File: src/dac_params.svh
////////////////////////////////////////////////////////////
// widths, register addresses and constant words of the
// AD5601 controller, included by the package and the RTL
////////////////////////////////////////////////////////////

`ifndef DAC_PARAMS_SVH
`define DAC_PARAMS_SVH

// bus geometry
`define DAC_DATA_W          32
`define DAC_ADDR_W          8      // byte address
`define DAC_BURST_W         4

// word addresses of the register map
`define DAC_ADDR_VERSION    0
`define DAC_ADDR_STATE      1
`define DAC_ADDR_DAC        2
`define DAC_ADDR_EN_CTRL    3
`define DAC_NUM_REGS        4

`define DAC_MODULE_ID       16'h5601
`define DAC_VERSION         16'h0001
`define DAC_DEFAULT         16'h2000   // normal mode, mid-scale code
`define DAC_SPI_BITS        16

`endif

File: src/dac_pkg.sv
////////////////////////////////////////////////////////////
// shared bus, register access and SPI pin types
////////////////////////////////////////////////////////////

`include "dac_params.svh"

package dac_pkg;

    typedef enum logic [1:0] {
        resp_okay        = 2'b00,
        resp_slave_error = 2'b10
    } avmm_resp_e;

    typedef struct packed {
        logic                        read;
        logic                        write;
        logic [`DAC_ADDR_W-1:0]      address;     // byte address
        logic [`DAC_DATA_W-1:0]      writedata;
        logic [`DAC_DATA_W/8-1:0]    byteenable;
        logic [`DAC_BURST_W-1:0]     burstcount;
    } avmm_cmd_t;

    typedef struct packed {
        logic                        waitrequest;
        logic [`DAC_DATA_W-1:0]      readdata;
        logic                        readdatavalid;
        logic                        writeresponsevalid;
        avmm_resp_e                  response;
    } avmm_rsp_t;

    // one beat as seen by the register map
    typedef struct packed {
        logic [`DAC_ADDR_W-3:0]      word_addr;
        logic                        write;
        logic                        read;
        logic [`DAC_DATA_W-1:0]      writedata;
        logic [`DAC_DATA_W/8-1:0]    byteenable;
    } reg_access_t;

    // AD5601 input shift register layout
    typedef union packed {
        logic [15:0] raw;
        struct packed {
            logic [1:0] mode;     // power-down control
            logic [7:0] data;
            logic [5:0] unused;
        } fields;
    } dac_word_u;

    typedef struct packed {
        logic sclk;
        logic ss_n;
        logic sdi;
    } spi_pins_t;

endpackage

File: src/avmm_burst_ctrl.sv
////////////////////////////////////////////////////////////
// Avalon-MM slave front end: turns single and burst
// transfers into per-beat register accesses
////////////////////////////////////////////////////////////

`timescale 1ns/1ps
`include "dac_params.svh"

module avmm_burst_ctrl (
    input  logic                    clk_ifc,
    input  logic                    SET_DEFAULT_ON_RESET,
    input  dac_pkg::avmm_cmd_t      avmm_cmd,
    output dac_pkg::avmm_rsp_t      avmm_rsp,
    output dac_pkg::reg_access_t    access,
    input  logic [`DAC_DATA_W-1:0]  rd_data,
    input  logic                    addr_undefined
);

    localparam int WA_W = `DAC_ADDR_W - 2;

    logic [WA_W-1:0]         cmd_word_addr;
    logic [WA_W-1:0]         cur_addr;      // next beat address within a burst
    logic [`DAC_BURST_W-1:0] beats_left;
    logic                    burst_rd;
    logic                    burst_wr;
    logic                    wr_err;        // sticky over a write burst

    assign cmd_word_addr = avmm_cmd.address[`DAC_ADDR_W-1:2];

    ////////////////////////////////////////////////////////////
    // beat decode

    always_comb begin
        access.word_addr  = (burst_rd || burst_wr) ? cur_addr : cmd_word_addr;
        access.read       = avmm_cmd.read | burst_rd;
        access.write      = avmm_cmd.write;
        access.writedata  = avmm_cmd.writedata;
        access.byteenable = avmm_cmd.byteenable;
    end

    ////////////////////////////////////////////////////////////
    // burst tracking and responses

    always_ff @(posedge clk_ifc) begin
        if (SET_DEFAULT_ON_RESET) begin
            avmm_rsp.waitrequest        <= 1'b1;
            avmm_rsp.readdatavalid      <= 1'b0;
            avmm_rsp.writeresponsevalid <= 1'b0;
            avmm_rsp.response           <= dac_pkg::resp_okay;
            burst_rd                    <= 1'b0;
            burst_wr                    <= 1'b0;
            wr_err                      <= 1'b0;
            cur_addr                    <= '0;
            beats_left                  <= '0;
        end else begin
            avmm_rsp.waitrequest        <= 1'b0;
            avmm_rsp.readdatavalid      <= 1'b0;
            avmm_rsp.writeresponsevalid <= 1'b0;

            if (access.read) begin
                avmm_rsp.readdatavalid <= 1'b1;
                avmm_rsp.readdata      <= rd_data;
                avmm_rsp.response      <= addr_undefined ? dac_pkg::resp_slave_error
                                                         : dac_pkg::resp_okay;
                if (burst_rd) begin
                    if (beats_left == 1) begin
                        burst_rd <= 1'b0;              // last beat
                    end else begin
                        cur_addr   <= cur_addr + 1'b1;
                        beats_left <= beats_left - 1'b1;
                    end
                end else if (avmm_cmd.burstcount > 1) begin
                    burst_rd   <= 1'b1;
                    beats_left <= avmm_cmd.burstcount - 1'b1;
                    cur_addr   <= cmd_word_addr + 1'b1;
                end
            end

            if (access.write) begin
                if (burst_wr) begin
                    if (beats_left == 1) begin
                        burst_wr                    <= 1'b0;
                        wr_err                      <= 1'b0;
                        avmm_rsp.writeresponsevalid <= 1'b1;
                        avmm_rsp.response <= (wr_err || addr_undefined)
                                             ? dac_pkg::resp_slave_error
                                             : dac_pkg::resp_okay;
                    end else begin
                        wr_err     <= wr_err | addr_undefined;
                        cur_addr   <= cur_addr + 1'b1;
                        beats_left <= beats_left - 1'b1;
                    end
                end else if (avmm_cmd.burstcount > 1) begin
                    // first beat of a write burst
                    burst_wr   <= 1'b1;
                    wr_err     <= addr_undefined;
                    beats_left <= avmm_cmd.burstcount - 1'b1;
                    cur_addr   <= cmd_word_addr + 1'b1;
                end else begin
                    avmm_rsp.writeresponsevalid <= 1'b1;
                    avmm_rsp.response <= addr_undefined ? dac_pkg::resp_slave_error
                                                        : dac_pkg::resp_okay;
                end
            end
        end
    end

endmodule

File: src/dac_reg_map.sv
////////////////////////////////////////////////////////////
// register map: version, state, DAC register, control
// mirror; loads the DAC word from the bus or local strobe
////////////////////////////////////////////////////////////

`timescale 1ns/1ps
`include "dac_params.svh"

module dac_reg_map (
    input  logic                    clk_ifc,
    input  logic                    SET_DEFAULT_ON_RESET,
    input  dac_pkg::reg_access_t    access,
    output logic [`DAC_DATA_W-1:0]  rd_data,
    output logic                    addr_undefined,
    input  logic                    en_avmm_ctrl,
    input  logic [7:0]              dac_reg,
    input  logic                    dac_reg_valid_stb,
    output dac_pkg::dac_word_u      dac_word,
    output logic                    dac_written
);

    localparam int WA_W = `DAC_ADDR_W - 2;

    logic bus_dac_wr;
    logic local_dac_wr;

    // only the low two lanes hold DAC bits
    function automatic logic [15:0] merge_lanes(input logic [15:0] old_word,
                                                input logic [15:0] wdata,
                                                input logic [1:0]  be);
        logic [15:0] merged;
        merged = old_word;
        for (int i = 0; i < 2; i++) begin
            if (be[i]) begin
                merged[8*i +: 8] = wdata[8*i +: 8];
            end
        end
        return merged;
    endfunction

    assign bus_dac_wr   = access.write && en_avmm_ctrl
                          && (access.word_addr == WA_W'(`DAC_ADDR_DAC));
    assign local_dac_wr = dac_reg_valid_stb && !en_avmm_ctrl;

    assign addr_undefined = (access.word_addr >= WA_W'(`DAC_NUM_REGS));

    ////////////////////////////////////////////////////////////
    // read mux

    always_comb begin
        case (access.word_addr)
            WA_W'(`DAC_ADDR_VERSION): rd_data = {`DAC_VERSION, `DAC_MODULE_ID};
            WA_W'(`DAC_ADDR_STATE):   rd_data = 32'd1;                  // device ready
            WA_W'(`DAC_ADDR_DAC):     rd_data = {16'd0, dac_word.raw};
            WA_W'(`DAC_ADDR_EN_CTRL): rd_data = {31'd0, en_avmm_ctrl};
            default:                  rd_data = '0;
        endcase
    end

    ////////////////////////////////////////////////////////////
    // DAC register

    always_ff @(posedge clk_ifc) begin
        if (SET_DEFAULT_ON_RESET) begin
            dac_word.raw <= `DAC_DEFAULT;
            dac_written  <= 1'b0;
        end else begin
            dac_written <= bus_dac_wr | local_dac_wr;
            if (bus_dac_wr) begin
                dac_word.raw <= merge_lanes(dac_word.raw, access.writedata[15:0],
                                            access.byteenable[1:0]);
            end else if (local_dac_wr) begin
                dac_word.fields.data <= dac_reg;         // bits 13:6 only
            end
        end
    end

endmodule

File: src/dac_spi_sequencer.sv
////////////////////////////////////////////////////////////
// starts DAC frames: default word after reset, then one
// frame per write, with writes during a frame combined
////////////////////////////////////////////////////////////

`timescale 1ns/1ps

module dac_spi_sequencer (
    input  logic                  clk_ifc,
    input  logic                  SET_DEFAULT_ON_RESET,
    input  dac_pkg::dac_word_u    dac_word,
    input  logic                  dac_written,
    input  logic                  spi_done,
    output logic                  spi_start,
    output dac_pkg::dac_word_u    spi_word,
    output logic                  dac_reg_updated_stb,
    output logic                  initdone
);

    typedef enum logic [1:0] {
        st_start_rst,
        st_idle,
        st_busy
    } state_t;

    state_t state;
    logic   pending;     // write seen while a frame runs

    always_ff @(posedge clk_ifc) begin
        if (SET_DEFAULT_ON_RESET) begin
            state               <= st_start_rst;
            pending             <= 1'b0;
            spi_start           <= 1'b0;
            dac_reg_updated_stb <= 1'b0;
            initdone            <= 1'b0;
        end else begin
            spi_start           <= 1'b0;
            dac_reg_updated_stb <= 1'b0;

            case (state)
                st_start_rst: begin
                    spi_start <= 1'b1;                   // default word
                    spi_word  <= dac_word;
                    pending   <= dac_written;
                    state     <= st_busy;
                end

                st_idle: begin
                    if (dac_written) begin
                        spi_start <= 1'b1;
                        spi_word  <= dac_word;
                        state     <= st_busy;
                    end
                end

                st_busy: begin
                    if (dac_written) begin
                        pending <= 1'b1;
                    end
                    if (spi_done) begin
                        dac_reg_updated_stb <= 1'b1;
                        initdone            <= 1'b1;
                        if (pending || dac_written) begin
                            // follow-up frame with the latest value
                            spi_start <= 1'b1;
                            spi_word  <= dac_word;
                            pending   <= 1'b0;
                        end else begin
                            state <= st_idle;
                        end
                    end
                end

                default: state <= st_idle;
            endcase
        end
    end

endmodule

File: src/spi_shifter.sv
////////////////////////////////////////////////////////////
// shifts one 16-bit word out to the AD5601, MSB first,
// two clocks per bit, sclk idle high
////////////////////////////////////////////////////////////

`timescale 1ns/1ps
`include "dac_params.svh"

module spi_shifter (
    input  logic                  clk_ifc,
    input  logic                  SET_DEFAULT_ON_RESET,
    input  logic                  start,
    input  dac_pkg::dac_word_u    word,
    output logic                  done,
    output dac_pkg::spi_pins_t    spi
);

    localparam int CNT_W = $clog2(`DAC_SPI_BITS);

    logic [`DAC_SPI_BITS-1:0] sreg;
    logic [CNT_W-1:0]         bit_cnt;
    logic                     phase;     // 0 = sclk high half, 1 = low half
    logic                     active;
    logic                     sclk;
    logic                     ss_n;

    assign spi.sclk = sclk;
    assign spi.ss_n = ss_n;
    assign spi.sdi  = sreg[`DAC_SPI_BITS-1];

    always_ff @(posedge clk_ifc) begin
        if (SET_DEFAULT_ON_RESET) begin
            sreg    <= '0;
            bit_cnt <= '0;
            phase   <= 1'b0;
            active  <= 1'b0;
            sclk    <= 1'b1;
            ss_n    <= 1'b1;
            done    <= 1'b0;
        end else begin
            done <= 1'b0;
            if (!active) begin
                if (start) begin
                    active  <= 1'b1;
                    ss_n    <= 1'b0;
                    sclk    <= 1'b1;
                    sreg    <= word.raw;             // MSB on sdi right away
                    bit_cnt <= '0;
                    phase   <= 1'b0;
                end
            end else if (!phase) begin
                sclk  <= 1'b0;                       // falling edge, DAC samples
                phase <= 1'b1;
            end else begin
                sclk  <= 1'b1;                       // rising edge, next bit
                phase <= 1'b0;
                sreg  <= {sreg[`DAC_SPI_BITS-2:0], 1'b0};
                if (bit_cnt == CNT_W'(`DAC_SPI_BITS - 1)) begin
                    active <= 1'b0;
                    ss_n   <= 1'b1;
                    done   <= 1'b1;
                end else begin
                    bit_cnt <= bit_cnt + 1'b1;
                end
            end
        end
    end

endmodule

File: src/dac_avmm_top.sv
////////////////////////////////////////////////////////////
// AD5601 controller top: bus slave, register map, frame
// sequencer and SPI shifter
////////////////////////////////////////////////////////////

`timescale 1ns/1ps
`include "dac_params.svh"

module dac_avmm_top (
    input  logic                  clk_ifc,
    input  logic                  SET_DEFAULT_ON_RESET,
    input  dac_pkg::avmm_cmd_t    avmm_cmd,
    output dac_pkg::avmm_rsp_t    avmm_rsp,
    input  logic                  en_avmm_ctrl,
    input  logic [7:0]            dac_reg,
    input  logic                  dac_reg_valid_stb,
    output logic                  dac_reg_updated_stb,
    output logic                  initdone,
    output dac_pkg::spi_pins_t    spi
);

    dac_pkg::reg_access_t    access;
    logic [`DAC_DATA_W-1:0]  rd_data;
    logic                    addr_undefined;
    dac_pkg::dac_word_u      dac_word;
    logic                    dac_written;
    logic                    spi_start;
    dac_pkg::dac_word_u      spi_word;
    logic                    spi_done;

    avmm_burst_ctrl u_burst (
        .clk_ifc              (clk_ifc),
        .SET_DEFAULT_ON_RESET (SET_DEFAULT_ON_RESET),
        .avmm_cmd             (avmm_cmd),
        .avmm_rsp             (avmm_rsp),
        .access               (access),
        .rd_data              (rd_data),
        .addr_undefined       (addr_undefined)
    );

    dac_reg_map u_regs (
        .clk_ifc              (clk_ifc),
        .SET_DEFAULT_ON_RESET (SET_DEFAULT_ON_RESET),
        .access               (access),
        .rd_data              (rd_data),
        .addr_undefined       (addr_undefined),
        .en_avmm_ctrl         (en_avmm_ctrl),
        .dac_reg              (dac_reg),
        .dac_reg_valid_stb    (dac_reg_valid_stb),
        .dac_word             (dac_word),
        .dac_written          (dac_written)
    );

    dac_spi_sequencer u_seq (
        .clk_ifc              (clk_ifc),
        .SET_DEFAULT_ON_RESET (SET_DEFAULT_ON_RESET),
        .dac_word             (dac_word),
        .dac_written          (dac_written),
        .spi_done             (spi_done),
        .spi_start            (spi_start),
        .spi_word             (spi_word),
        .dac_reg_updated_stb  (dac_reg_updated_stb),
        .initdone             (initdone)
    );

    spi_shifter u_spi (
        .clk_ifc              (clk_ifc),
        .SET_DEFAULT_ON_RESET (SET_DEFAULT_ON_RESET),
        .start                (spi_start),
        .word                 (spi_word),
        .done                 (spi_done),
        .spi                  (spi)
    );

endmodule

File: config.mk
export PLATFORM = sky130hd
export DESIGN_NAME = dac_avmm_top
export DESIGN_NICKNAME = d
export VERILOG_FILES = /design/src/dac_pkg.sv /design/src/avmm_burst_ctrl.sv /design/src/dac_reg_map.sv /design/src/dac_spi_sequencer.sv /design/src/spi_shifter.sv /design/src/dac_avmm_top.sv
export VERILOG_INCLUDE_DIRS = /design/src /design/src/src
export SDC_FILE = /design/constraint.sdc
export NUM_CORES = 1
export LEC_CHECK = 0
export BUFFER_PORTS_ARGS = -buffer_cell sky130_fd_sc_hd__buf_2
export CAP_MARGIN = 15
export CORE_UTILIZATION = 30
export CTS_BUF_LIST = sky130_fd_sc_hd__clkbuf_8 sky130_fd_sc_hd__clkbuf_16
export CTS_CLUSTER_SIZE = 28
export DETAILED_ROUTE_END_ITERATION = 8
export GPL_ROUTABILITY_DRIVEN = 0
export SETUP_SLACK_MARGIN = 0.4
export SLEW_MARGIN = 20
export SYNTH_ARGS = -nofsm -noshare
export SYNTH_HDL_FRONTEND = slang
export SYNTH_SLANG_ARGS = --single-unit
File: constraint.sdc
create_clock -name clk_ifc -period 2.2 [get_ports clk_ifc]
set_input_delay 0.11 -clock clk_ifc [delete_from_list [all_inputs] [get_ports clk_ifc]]
set_output_delay 0.11 -clock clk_ifc [all_outputs]
set_load 0.1 [all_outputs]
==> metrics.md, run 1 <==
| Metric | Value |
|---|---|
| Status | `complete, no violations` |
| Setup WS pre-CTS | `0.187 ns` |
| Pre-Repair DR Iteration Count | `4` |
| Crit. End Element | `register` |
| Slowest stage cell, crit path | `or4_4` |
| Worst Hold Class | `primary input to register` |
| CP required | `2.43 ns` |
| Largest net degree at the start of global routing | `32` |
| TNS Setup | `0 ns` |
| CTS Buf Count | `9` |
| H-tree depth | `3` |
| Share of the clock period used by the worst path | `84.9%` |
| Sw Pwr | `~1.5 mW` |
| Post-DP Area | `5220 sq um` |
| Final Hold Viols | `0` |
| DR WL/cell | `15.2 um` |
| Synth cell types | `58` |
| Gr usage total | `between 10 and 15%` |
| Clk slew on worst S/H paths | `around 0.070 ns` |
| Synth area leaders | `dfxtp_1, edfxtp_1, mux2i_1` |
| Final min period | `1.87 ns` |
| Top-area cell type share of the netlist area | `between 20% and 30%` |
| Hpwl dp | `between 7 and 8 mm` |
| Fin nets | `slightly above 600` |
| CTS Buffer Depth | `2` |
| Fillers | `1515` |
| Worst path bufs/invs | `1` |
| Max Slew Vio Count | `0` |
| Max_slew headroom | `65.7%` |
| CTS tree | `done` |
| Peak supply drop | `384 uV` |
| Root Buffer | `clkbuf_16` |
| Post-synth EDFFs | `33` |
| Row Count | `45` |
| Number of vias per cell | `5.01` |
| Slowest stage delay, CP | `0.51 ns` |
| Die Y | `127 um` |
| Area of the multi-input gates | `2190 sq um` |
| Leak Pwr | `2.36 nW` |
| Worst setup margin | `0.331 ns` |
| CORE AREA | `~15000 sq um` |
| Starting Density | `30.8%` |
| CP Max Fanout | `10` |
| Synthesized cell area | `4690 sq um` |
| Power per Cell Area | `835 nW/um^2` |
| Antenna-violating nets left | `0` |
| GR Overflow Total | `0` |
| Worst path arrival time | `2.09 ns` |
| Post-route cell area | `5640 sq um` |
| Worst skew pair latency | `0.34 ns` |
| DRC violations left | `0` |
| WL final | `11.2 mm` |
| Synth Instances | `465` |
| Synth Area per Inst | `10.1 sq um` |
| Register area | `2310 sq um` |
| Diodes inserted | `0` |
| RSZ-0062 raised after global routing | `true` |
| CTS sink cnt | `99` |
| First-iteration detailed-routing DRC count | `215` |
| Synth area leader | `dfxtp_1` |
| Max Cap Viol | `0` |
| Synthesized flop and latch total | `99` |
| Clk_skew | `0.00930 ns` |
| Port Buffers | `68` |
| Slew @ Worst Pin | `0.514 ns` |
| First-pass GRT wire length | `17.5 mm` |
| Startpoint types | `register` |
| Syn. warnings | `0` |
| Post-synthesis sequential area ratio | `49.3%` |
| Combinational power share | `22.0%` |
| Critical path, cell by cell | `or4_4 > o32ai_4 > buf_6 > nand3_4 > mux2i_1 > nor2_1` |
| Switch share | `32.2%` |
| Die width | `127 um` |
| Clk pwr share | `33.5%` |
| Ys flop type | `dfxtp_1` |
| Crit-path leading delay family | `simple AND/OR/NAND/NOR gates` |
| Count of final setup violators | `0` |
| Maximum clock rate | `0.535 GHz` |
| Area Overhead vs Synth | `20.3%` |
| Critical path class | `register to register` |
| Fraction of registers with async set/reset | `0%` |
| Vias | `about 3.7k` |
| Layout cells sized above 1 | `23.6%` |
| Internal | `about 3.2 mW` |
| Sequential Power Share | `44.5%` |
| Die ar. | `roughly 16000 sq um` |
| Initial antenna violation count | `0` |
| Number of global-route vias before repair | `approximately 3.5k` |
| IO Pins | `104` |
cells in the mapped netlist, types with 5 or more instances:
master,count
a21oi_1,25
o21ai_0,15
nor3_1,9
nor2_1,47
mux2i_1,37
o22ai_1,9
xor2_1,11
buf_4,18
nand2_1,20
and2_1,16
nand3_1,12
nand2b_1,5
nor2b_1,7
a211oi_1,15
inv_1,14
dfxtp_1,66
clkbuf_1,15
edfxtp_1,33
a31oi_1,5
ha_1,7
xnor2_1,6
state kept, by name (all words and copies together) (netlist names), 2 cells and up:
register	count
u_seq.state	2
u_burst.beats_left	4
u_regs.dac_word	16
u_spi.sreg	16
u_seq.spi_word	16
u_burst.avmm_rsp	22
u_burst.cur_addr	6
u_spi.bit_cnt	4
kinds of logic (layout without fill, tap and decap cells):
group	Yosys count	count (layout)	synth area share (%)
mux	40	40	8.62
other cells	1	15	0.0800
flops	99	99	49.3
fa+ha+maj	7	7	1.87
buf+inv	56	123	6.33
xor+xnor	17	17	3.18
simple gates	140	141	15.4
compound gates	105	105	15.2
stage by stage:
step | total power, mW | cells | hold slack [ns] | util (%)
floorplan | 2.91 | 479 | 0.138 | -
global placement | 3.09 | 711 | 0.343 | 34.3
detailed placement | 3.12 | 711 | 0.354 | 34.3
CTS | 4.71 | 731 | 0.00501 | 36.6
global route | 4.92 | 735 | 0.00874 | 37.1
finish | 4.70 | 735 | 0.0100 | 37.1
cells in the final DEF, fill, tap and decap left out, types with 6 or more instances in the layout:
cell	count
a211oi_1	15
a21oi_1	25
and2_1	16
buf_2	68
buf_4	20
clkbuf_16	10
conb_1	15
dfxtp_1	64
edfxtp_1	33
ha_1	6
inv_1	13
mux2i_1	37
nand2_1	19
nand3_1	12
nor2_1	47
nor2b_1	6
nor3_1	9
o21ai_0	15
o22ai_1	9
xnor2_1	6
xor2_1	11
final cells by class:
type	instances	share of cell area, %
well taps	188	4.17
inverters	14	0.932
clock buffers	10	4.44
clock inverters	6	0.910
repair buffers	93	9.65
multi-input cells	325	38.8
flip-flops and latches	99	41.1
final timing paths:
kind         depth (start not counted)                               to  slack (ns)                             start
min reg2reg                          0     u_seq.spi_word[13]$_DFFE_PP_        0.46  u_regs.dac_word[13]$_SDFFE_PP1P_
max                                  6  u_regs.dac_word[1]$_SDFFE_PP0P_        0.33    u_burst.cur_addr[4]$_SDFF_PP0_
min                                  3  u_regs.dac_word[4]$_SDFFE_PP0P_        0.01                      avmm_cmd[12]
max reg2reg                          6  u_regs.dac_word[1]$_SDFFE_PP0P_        0.33    u_burst.cur_addr[4]$_SDFF_PP0_
what timing repair did:
action                     CTS  global route
hold endpoints to repair     2             0
resized for setup            5            11
cloned                       0             1
setup endpoints to repair   24            34
pin swaps                    0             1
setup buffers                2             3
hold buffers                 2             0
per-layer routing:
| layer | wire, um | vias to the layer above | track usage (%) |
|---|---|---|---|
| li1 | - | 1800 | - |
| met1 | 4920 | 1778 | 17.0 |
| met2 | 5600 | 87 | 23.9 |
| met3 | 457 | 14 | 2.30 |
| met4 | 193 | 0 | 5.74 |
| met5 | 0 | - | 0 |
worst reg2reg max path, delay by kind of cell (launching register included):
| family | cells | cell delay (ns) |
|---|---|---|
| AND/OR/NAND/NOR | 3 | 0.73 |
| flip-flops | 1 | 0.36 |
| AO/OA/AOI/OAI | 1 | 0.26 |
| multiplexers | 1 | 0.23 |
| buffers and inverters | 1 | 0.18 |
power by group through the flow:
stage | registers, mW | clock network, mW | logic (mW)
global route | 2.11 | 1.70 | 1.11
floorplan | 2.29 | 0 | 0.623
global placement | 2.12 | 0 | 0.969
detailed placement | 2.13 | 0 | 0.988
finish | 2.09 | 1.58 | 1.03
CTS | 2.09 | 1.61 | 1.01
Note: power is estimated with default switching activity, not from simulation.
==> run 2, diff against run 1 <==
clock period = 1.72 ns   (was 2.2 ns; I/O delays follow)
==> metrics.md, run 2 (synthesized netlist as in run 1, its figures left out) <==
| Metric | Value |
|---|---|
| CTS tree | `done` |
| Worst setup margin | `-0.138 ns (-0.470 ns)` |
| CTS Buf Count | `9 (unchanged)` |
| Hold slack | `0.00605 ns (-0.00399 ns)` |
| Hold_sp | `avmm_cmd[12]` |
| Layout cells sized above 1 | `35.8% (+12 points)` |
| DRC violations left | `0 (unchanged)` |
| Post-DP Area | `5440 sq um (+4.3%)` |
| Sink of the worst hold path | `u_regs.dac_word[4]$_SDFFE_PP0P_` |
| Die width | `127 um (unchanged)` |
| IO Pins | `104 (unchanged)` |
| CP required | `1.94 ns (-0.49 ns)` |
| FF-to-FF Start | `u_burst.cur_addr[2]$_SDFF_PP0_` |
| Power per Cell Area | `1010 nW/um^2 (+21%)` |
| Clk_skew | `0.00946 ns (+0.000160 ns)` |
| Crit-path leading delay family | `simple AND/OR/NAND/NOR gates` |
| Fin nets | `648 (+6.1%)` |
| Row Count | `45 (unchanged)` |
| Die ar. | `16100 sq um (unchanged)` |
| First-iteration detailed-routing DRC count | `208 (-3.3%)` |
| Antenna-violating nets left | `0 (unchanged)` |
| Number of vias per cell | `4.97 (-0.65%)` |
| Die Y | `127 um (unchanged)` |
| Port Buffers | `68 (unchanged)` |
| WL final | `12.1 mm (+8.5%)` |
| Placed Cells | `724 (+1.8%)` |
| Status | `complete, but fails checks` |
| RSZ-0062 raised after global routing | `true` |
| Worst path arrival time | `2.08 ns (about the same)` |
| Share of the clock period used by the worst path | `108% (+23 points)` |
| Root Buffer | `clkbuf_16` |
| Vias | `3839 (+4.3%)` |
| CP Max Fanout | `6 (-4)` |
| Clk slew on worst S/H paths | `0.07 ns (about the same)` |
| Final min period | `1.86 ns (-0.0102 ns)` |
| Finished Layout Cells | `772 (+5.0%)` |
| Diodes inserted | `0 (unchanged)` |
| H-tree depth | `3 (unchanged)` |
| CORE AREA | `15200 sq um (unchanged)` |
| Peak supply drop | `506 uV (+32%)` |
| Initial antenna violation count | `0 (unchanged)` |
| Worst skew pair latency | `0.35 ns (about the same)` |
| GR Overflow Total | `0 (unchanged)` |
| Critical path, cell by cell | `or4_4 > o32ai_4 > buf_12 > nor2b_4 > buf_6 > and2_1` |
| Number of global-route vias before repair | `3685 (+5.2%)` |
| Slowest stage cell, crit path | `or4_4` |
| Leak Pwr | `2.67 nW (+13%)` |
| Largest net degree at the start of global routing | `40 (+25%)` |
| Gr usage total | `15.3% (+1.5 points)` |
| Hpwl dp | `8.15 mm (+2.1%)` |
| Pre-Repair DR Iteration Count | `4 (unchanged)` |
| Worst Hold Class | `primary input to register` |
| Most frequent cells in the layout | `buf_2, dfxtp_1, nor2_1, buf_4, mux2i_1` |
| Design Power | `6.42 mW (+36%)` |
| Critical path class | `register to register` |
| Worst path bufs/invs | `2 (+1)` |
| Slowest stage delay, CP | `0.54 ns (+0.03 ns)` |
| Largest Register | `u_burst.avmm_rsp` |
| Failing checks | `setup timing` |
| First-pass GRT wire length | `19.1 mm (+8.9%)` |
| Max Slew Vio Count | `0 (unchanged)` |
| Area Overhead vs Synth | `36.1%` |
| DR WL/cell | `15.7 um (+3.3%)` |
| Commonest non-fill, non-tap cell in the layout | `buf_2` |
| Starting Density | `30.8% (unchanged)` |
| R2R depth | `6 (unchanged)` |
| Count of final setup violators | `30 (+30)` |
| Max reg flops | `22 (unchanged)` |
| Max Cap Viol | `0 (unchanged)` |
| CTS Buffer Depth | `2 (unchanged)` |
| Final Hold Viols | `0 (unchanged)` |
| Hold depth | `3 (unchanged)` |
| Setup WS pre-CTS | `-0.155 ns (-0.342 ns)` |
| Maximum clock rate | `0.538 GHz (+0.55%)` |
| Startpoint types | `register` |
| Setup slack, reg-to-reg | `-0.14 ns (-0.47 ns)` |
| R2R Path End | `u_burst.avmm_rsp[9]$_DFFE_PP_` |
| CTS sink cnt | `99 (unchanged)` |
| Post-route cell area | `6380 sq um (+13%)` |
| Crit. End Element | `register` |
run 2: cell types whose count changed in the layout (fill, tap and decap cells not counted), moves of 4 or more:
cell | previous run | this run
o21ai_0 | 15 | 8
nor2_1 | 47 | 42
o21ai_1 | 3 | 7
buf_4 | 20 | 37
buf_12 | 0 | 6
dfxtp_2 | 2 | 7
dfxtp_4 | 0 | 5
nor2_4 | 0 | 4
nand2_1 | 19 | 13
dfxtp_1 | 64 | 54
buf_6 | 3 | 13
nand2_2 | 1 | 5
run 2: worst max-delay path by stage:
stage                                   start                               end  slack [ns]  cells past startpoint
6_report       u_burst.cur_addr[2]$_SDFF_PP0_     u_burst.avmm_rsp[9]$_DFFE_PP_       -0.14                      6
5_1_grt        u_burst.cur_addr[2]$_SDFF_PP0_     u_burst.avmm_rsp[6]$_DFFE_PP_       -0.21                      6
4_1_cts        u_burst.cur_addr[2]$_SDFF_PP0_    u_burst.avmm_rsp[11]$_DFFE_PP_       -0.14                      6
3_5_place_dp   u_burst.cur_addr[2]$_SDFF_PP0_  u_regs.dac_word[15]$_SDFFE_PP0P_       -0.16                      6
3_3_place_gp   u_burst.cur_addr[2]$_SDFF_PP0_     u_burst.avmm_rsp[6]$_DFFE_PP_       -0.09                      6
2_1_floorplan  u_burst.cur_addr[2]$_SDFF_PP0_  u_regs.dac_word[13]$_SDFFE_PP1P_       -0.24                      6
run 2: layout make-up:
cell class,instances,area [sq um]
Fill cell,1470,8830
Multi-Input combinational cell,325,2440
Sequential cell,99,2340
Timing Repair Buffer,130,1000
Tap cell,188,235
Clock buffer,9,225
Clock inverter,7,78.8
Inverter,14,52.6
run 2: tightest hold or removal path: stages:
cell     delay, ns
buf_2         0.09
mux2i_1       0.07
nor2_1        0.08
run 2: per-stage QoR:
| stage | setup TNS (ns) | util [%] |
|---|---|---|
| final | -2.62 | 41.9 |
| after global routing | -4.91 | 41.9 |
| after CTS | -2.87 | 41.0 |
| after detailed placement | -2.77 | 35.8 |
| after global placement | -1.67 | 35.8 |
| after floorplan | -5.98 | - |
run 2: where the power goes:
| part | total [mW] | internal, mW | switching, mW | leakage, nW |
|---|---|---|---|---|
| clock | 2.09 | 1.15 | 0.937 | 0.151 |
| sequential | 2.67 | 2.57 | 0.107 | 0.868 |
| combinational | 1.66 | 0.636 | 1.02 | 1.65 |
run 2: what timing repair did:
action                     CTS  global route
setup buffers               18             6
resized for setup           57            24
hold buffers                 3             0
setup endpoints to repair   85           101
hold endpoints to repair     3             0
cloned                       5             0
pin swaps                   19            20
run 2: metal layers:
layer	track usage, %	part of all wire [%]	vias up
li1	-	-	1886
met1	17.8	41	1824
met2	27.5	52	109
met3	3.60	5.3	20
met4	5.60	1.9	0
met5	0	0	-
==> run 3, diff against run 2 <==
PLACE_DENSITY = 0.48   (was unset)
==> metrics.md, run 3 (synthesized netlist as in run 1, its figures left out) <==
| Metric | Value |
|---|---|
| Area Overhead vs Synth | `35.2%` |
| Finished Layout Cells | `776 (+0.52%)` |
| IO Pins | `104 (unchanged)` |
| Vias | `3815 (-0.63%)` |
| Layout cells sized above 1 | `35.0% (-0.75 points)` |
| Area of the multi-input gates | `2420 sq um (-0.92%)` |
| CTS Buf Count | `9 (unchanged)` |
| Port Buffers | `68 (unchanged)` |
| Max Slew Vio Count | `0 (unchanged)` |
| Number of global-route vias before repair | `3645 (-1.1%)` |
| Largest net degree at the start of global routing | `37 (-7.5%)` |
| Clk pwr share | `33.1% (+0.6 points)` |
| Diodes inserted | `0 (unchanged)` |
| Failing checks | `setup timing` |
| Die ar. | `16100 sq um (unchanged)` |
| Worst skew pair latency | `0.35 ns (about the same)` |
| Leak Pwr | `2.65 nW (-0.88%)` |
| Sw Pwr | `2.05 mW (-0.96%)` |
| Share of the clock period used by the worst path | `108% (about the same)` |
| Max_slew headroom | `65.9%` |
| Register area | `2340 sq um (+0.11%)` |
| Slowest stage delay, CP | `0.55 ns (about the same)` |
| Die Y | `127 um (unchanged)` |
| First-iteration detailed-routing DRC count | `163 (-22%)` |
| Initial antenna violation count | `0 (unchanged)` |
| Worst setup margin | `-0.140 ns (-0.00135 ns)` |
| Largest Register | `u_burst.avmm_rsp` |
| Peak supply drop | `532 uV (+5.1%)` |
| Pre-Repair DR Iteration Count | `4 (unchanged)` |
| Worst path bufs/invs | `1 (-1)` |
| Crit-path leading delay family | `simple AND/OR/NAND/NOR gates` |
| Clk slew on worst S/H paths | `0.07 ns (about the same)` |
| Gr usage total | `15.2% (-0.10 points)` |
| Final Hold Viols | `0 (unchanged)` |
| Fin nets | `652 (+0.62%)` |
| Crit path depth | `6 (unchanged)` |
| Setup slack, reg-to-reg | `-0.14 ns (about the same)` |
| Sequential Power Share | `41.7% (about the same)` |
| Crit. End Element | `register` |
| Combinational power share | `25.1% (-0.7 points)` |
| Hold depth | `3 (unchanged)` |
| First-pass GRT wire length | `18.9 mm (-1.0%)` |
| Switch share | `32.0% (-0.19 points)` |
| Antenna-violating nets left | `0 (unchanged)` |
| Slowest stage cell, crit path | `or4_4` |
| CTS tree | `done` |
| Design Power | `6.39 mW (-0.38%)` |
| Worst Hold Class | `primary input to register` |
| Row Count | `45 (unchanged)` |
| CORE AREA | `15200 sq um (unchanged)` |
| CTS Buffer Depth | `2 (unchanged)` |
| WL final | `12.2 mm (+0.45%)` |
| RSZ-0062 raised after global routing | `true` |
| Max Cap Viol | `0 (unchanged)` |
| Startpoint types | `register` |
| Final min period | `1.86 ns (+0.00135 ns)` |
| CP required | `1.95 ns (about the same)` |
| R2R depth | `6 (unchanged)` |
| Hpwl dp | `8.28 mm (+1.7%)` |
| Maximum clock rate | `0.538 GHz (about the same)` |
| Power per Cell Area | `1010 nW/um^2 (+0.29%)` |
| H-tree depth | `3 (unchanged)` |
| DRC violations left | `0 (unchanged)` |
| Root Buffer | `clkbuf_16` |
| Count of final setup violators | `32 (+6.7%)` |
| DR WL/cell | `15.7 um (about the same)` |
| Die width | `127 um (unchanged)` |
| Starting Density | `30.8% (unchanged)` |
| Placed Cells | `728 (+0.55%)` |
| GR Overflow Total | `0 (unchanged)` |
| Clk_skew | `0.0103 ns (+0.000808 ns)` |
| Commonest non-fill, non-tap cell in the layout | `buf_2` |
| Status | `complete, but fails checks` |
| Worst path arrival time | `2.09 ns (about the same)` |
| CP Max Fanout | `5 (-1)` |
| Number of vias per cell | `4.92 (-1.1%)` |
| Slew @ Worst Pin | `0.511 ns` |
| Critical path, cell by cell | `or4_4 > o32ai_4 > buf_4 > nand3_4 > mux2i_1 > nor2_1` |
| Fillers | `1464 (-0.41%)` |
| Critical path class | `register to register` |
| Internal | `4.35 mW (-0.11%)` |
| Setup WS pre-CTS | `-0.167 ns (-0.0118 ns)` |
| Most frequent cells in the layout | `buf_2, dfxtp_1, buf_4, nor2_1, mux2i_1` |
| Max reg flops | `22 (unchanged)` |
| CTS sink cnt | `99 (unchanged)` |
[run 3: path summary, 6_finish.rpt]
path	from	to
min reg2reg	u_regs.dac_word[6]$_SDFFE_PP0P_	u_seq.spi_word[6]$_DFFE_PP_
min	avmm_cmd[8]	u_regs.dac_word[0]$_SDFFE_PP0P_
max	u_burst.cur_addr[2]$_SDFF_PP0_	u_regs.dac_word[2]$_SDFFE_PP0P_
max reg2reg	u_burst.cur_addr[2]$_SDFF_PP0_	u_regs.dac_word[2]$_SDFFE_PP0P_
[run 3: power by group through the flow]
stage | Combinational (mW) | Sequential [mW] | Clock [mW]
2_1_floorplan | 0.838 | 2.94 | 0
4_1_cts | 1.56 | 2.67 | 2.18
6_report | 1.61 | 2.67 | 2.12
3_3_place_gp | 1.36 | 2.72 | 0
5_1_grt | 1.71 | 2.68 | 2.26
3_5_place_dp | 1.37 | 2.72 | 0
[run 3: routing by layer]
metal	GRT usage [%]	share of wire, %	vias up
met1	18.3	45	1839
met2	26.7	50	71
li1	-	-	1893
met4	4.62	1.3	0
met5	0	0	-
met3	3.81	3.2	12
[run 3: worst register-to-register path: stages (launching register included)]
cell     delay, ns
dfxtp_1       0.31
or4_4         0.55
o32ai_4       0.29
buf_4         0.21
nand3_4       0.12
mux2i_1       0.19
nor2_1        0.06
[run 3: cell type report]
cell class,count,area share [%]
tap,188,3.71
clock buffer,10,3.77
sequential,99,37.0
timing repair buffer,134,15.4
inverter,14,0.830
multi-input combinational,325,38.2
clock inverter,6,1.13
[run 3: repair_timing]
| item | 4_1_cts | 5_1_grt |
|---|---|---|
| hold buffers | 6 | 0 |
| endpoints found under the hold margin | 6 | 0 |
| pin swaps | 17 | 19 |
| gates cloned | 2 | 0 |
| buffers inserted | 18 | 6 |
| setup endpoints to repair | 85 | 91 |
| resized for setup | 48 | 24 |
[run 3: per-stage QoR]
step | utilization [%] | area (sq um) | hold WS (ns) | setup TNS (ns)
after floorplan | - | 4860 | 0.114 | -5.98
after global placement | 35.9 | 5460 | 0.335 | -1.91
after detailed placement | 35.9 | 5460 | 0.330 | -2.85
after CTS | 40.7 | 6180 | 0.00871 | -2.51
after global routing | 41.7 | 6330 | 0.0100 | -5.02
final | 41.7 | 6330 | 0.0181 | -2.60
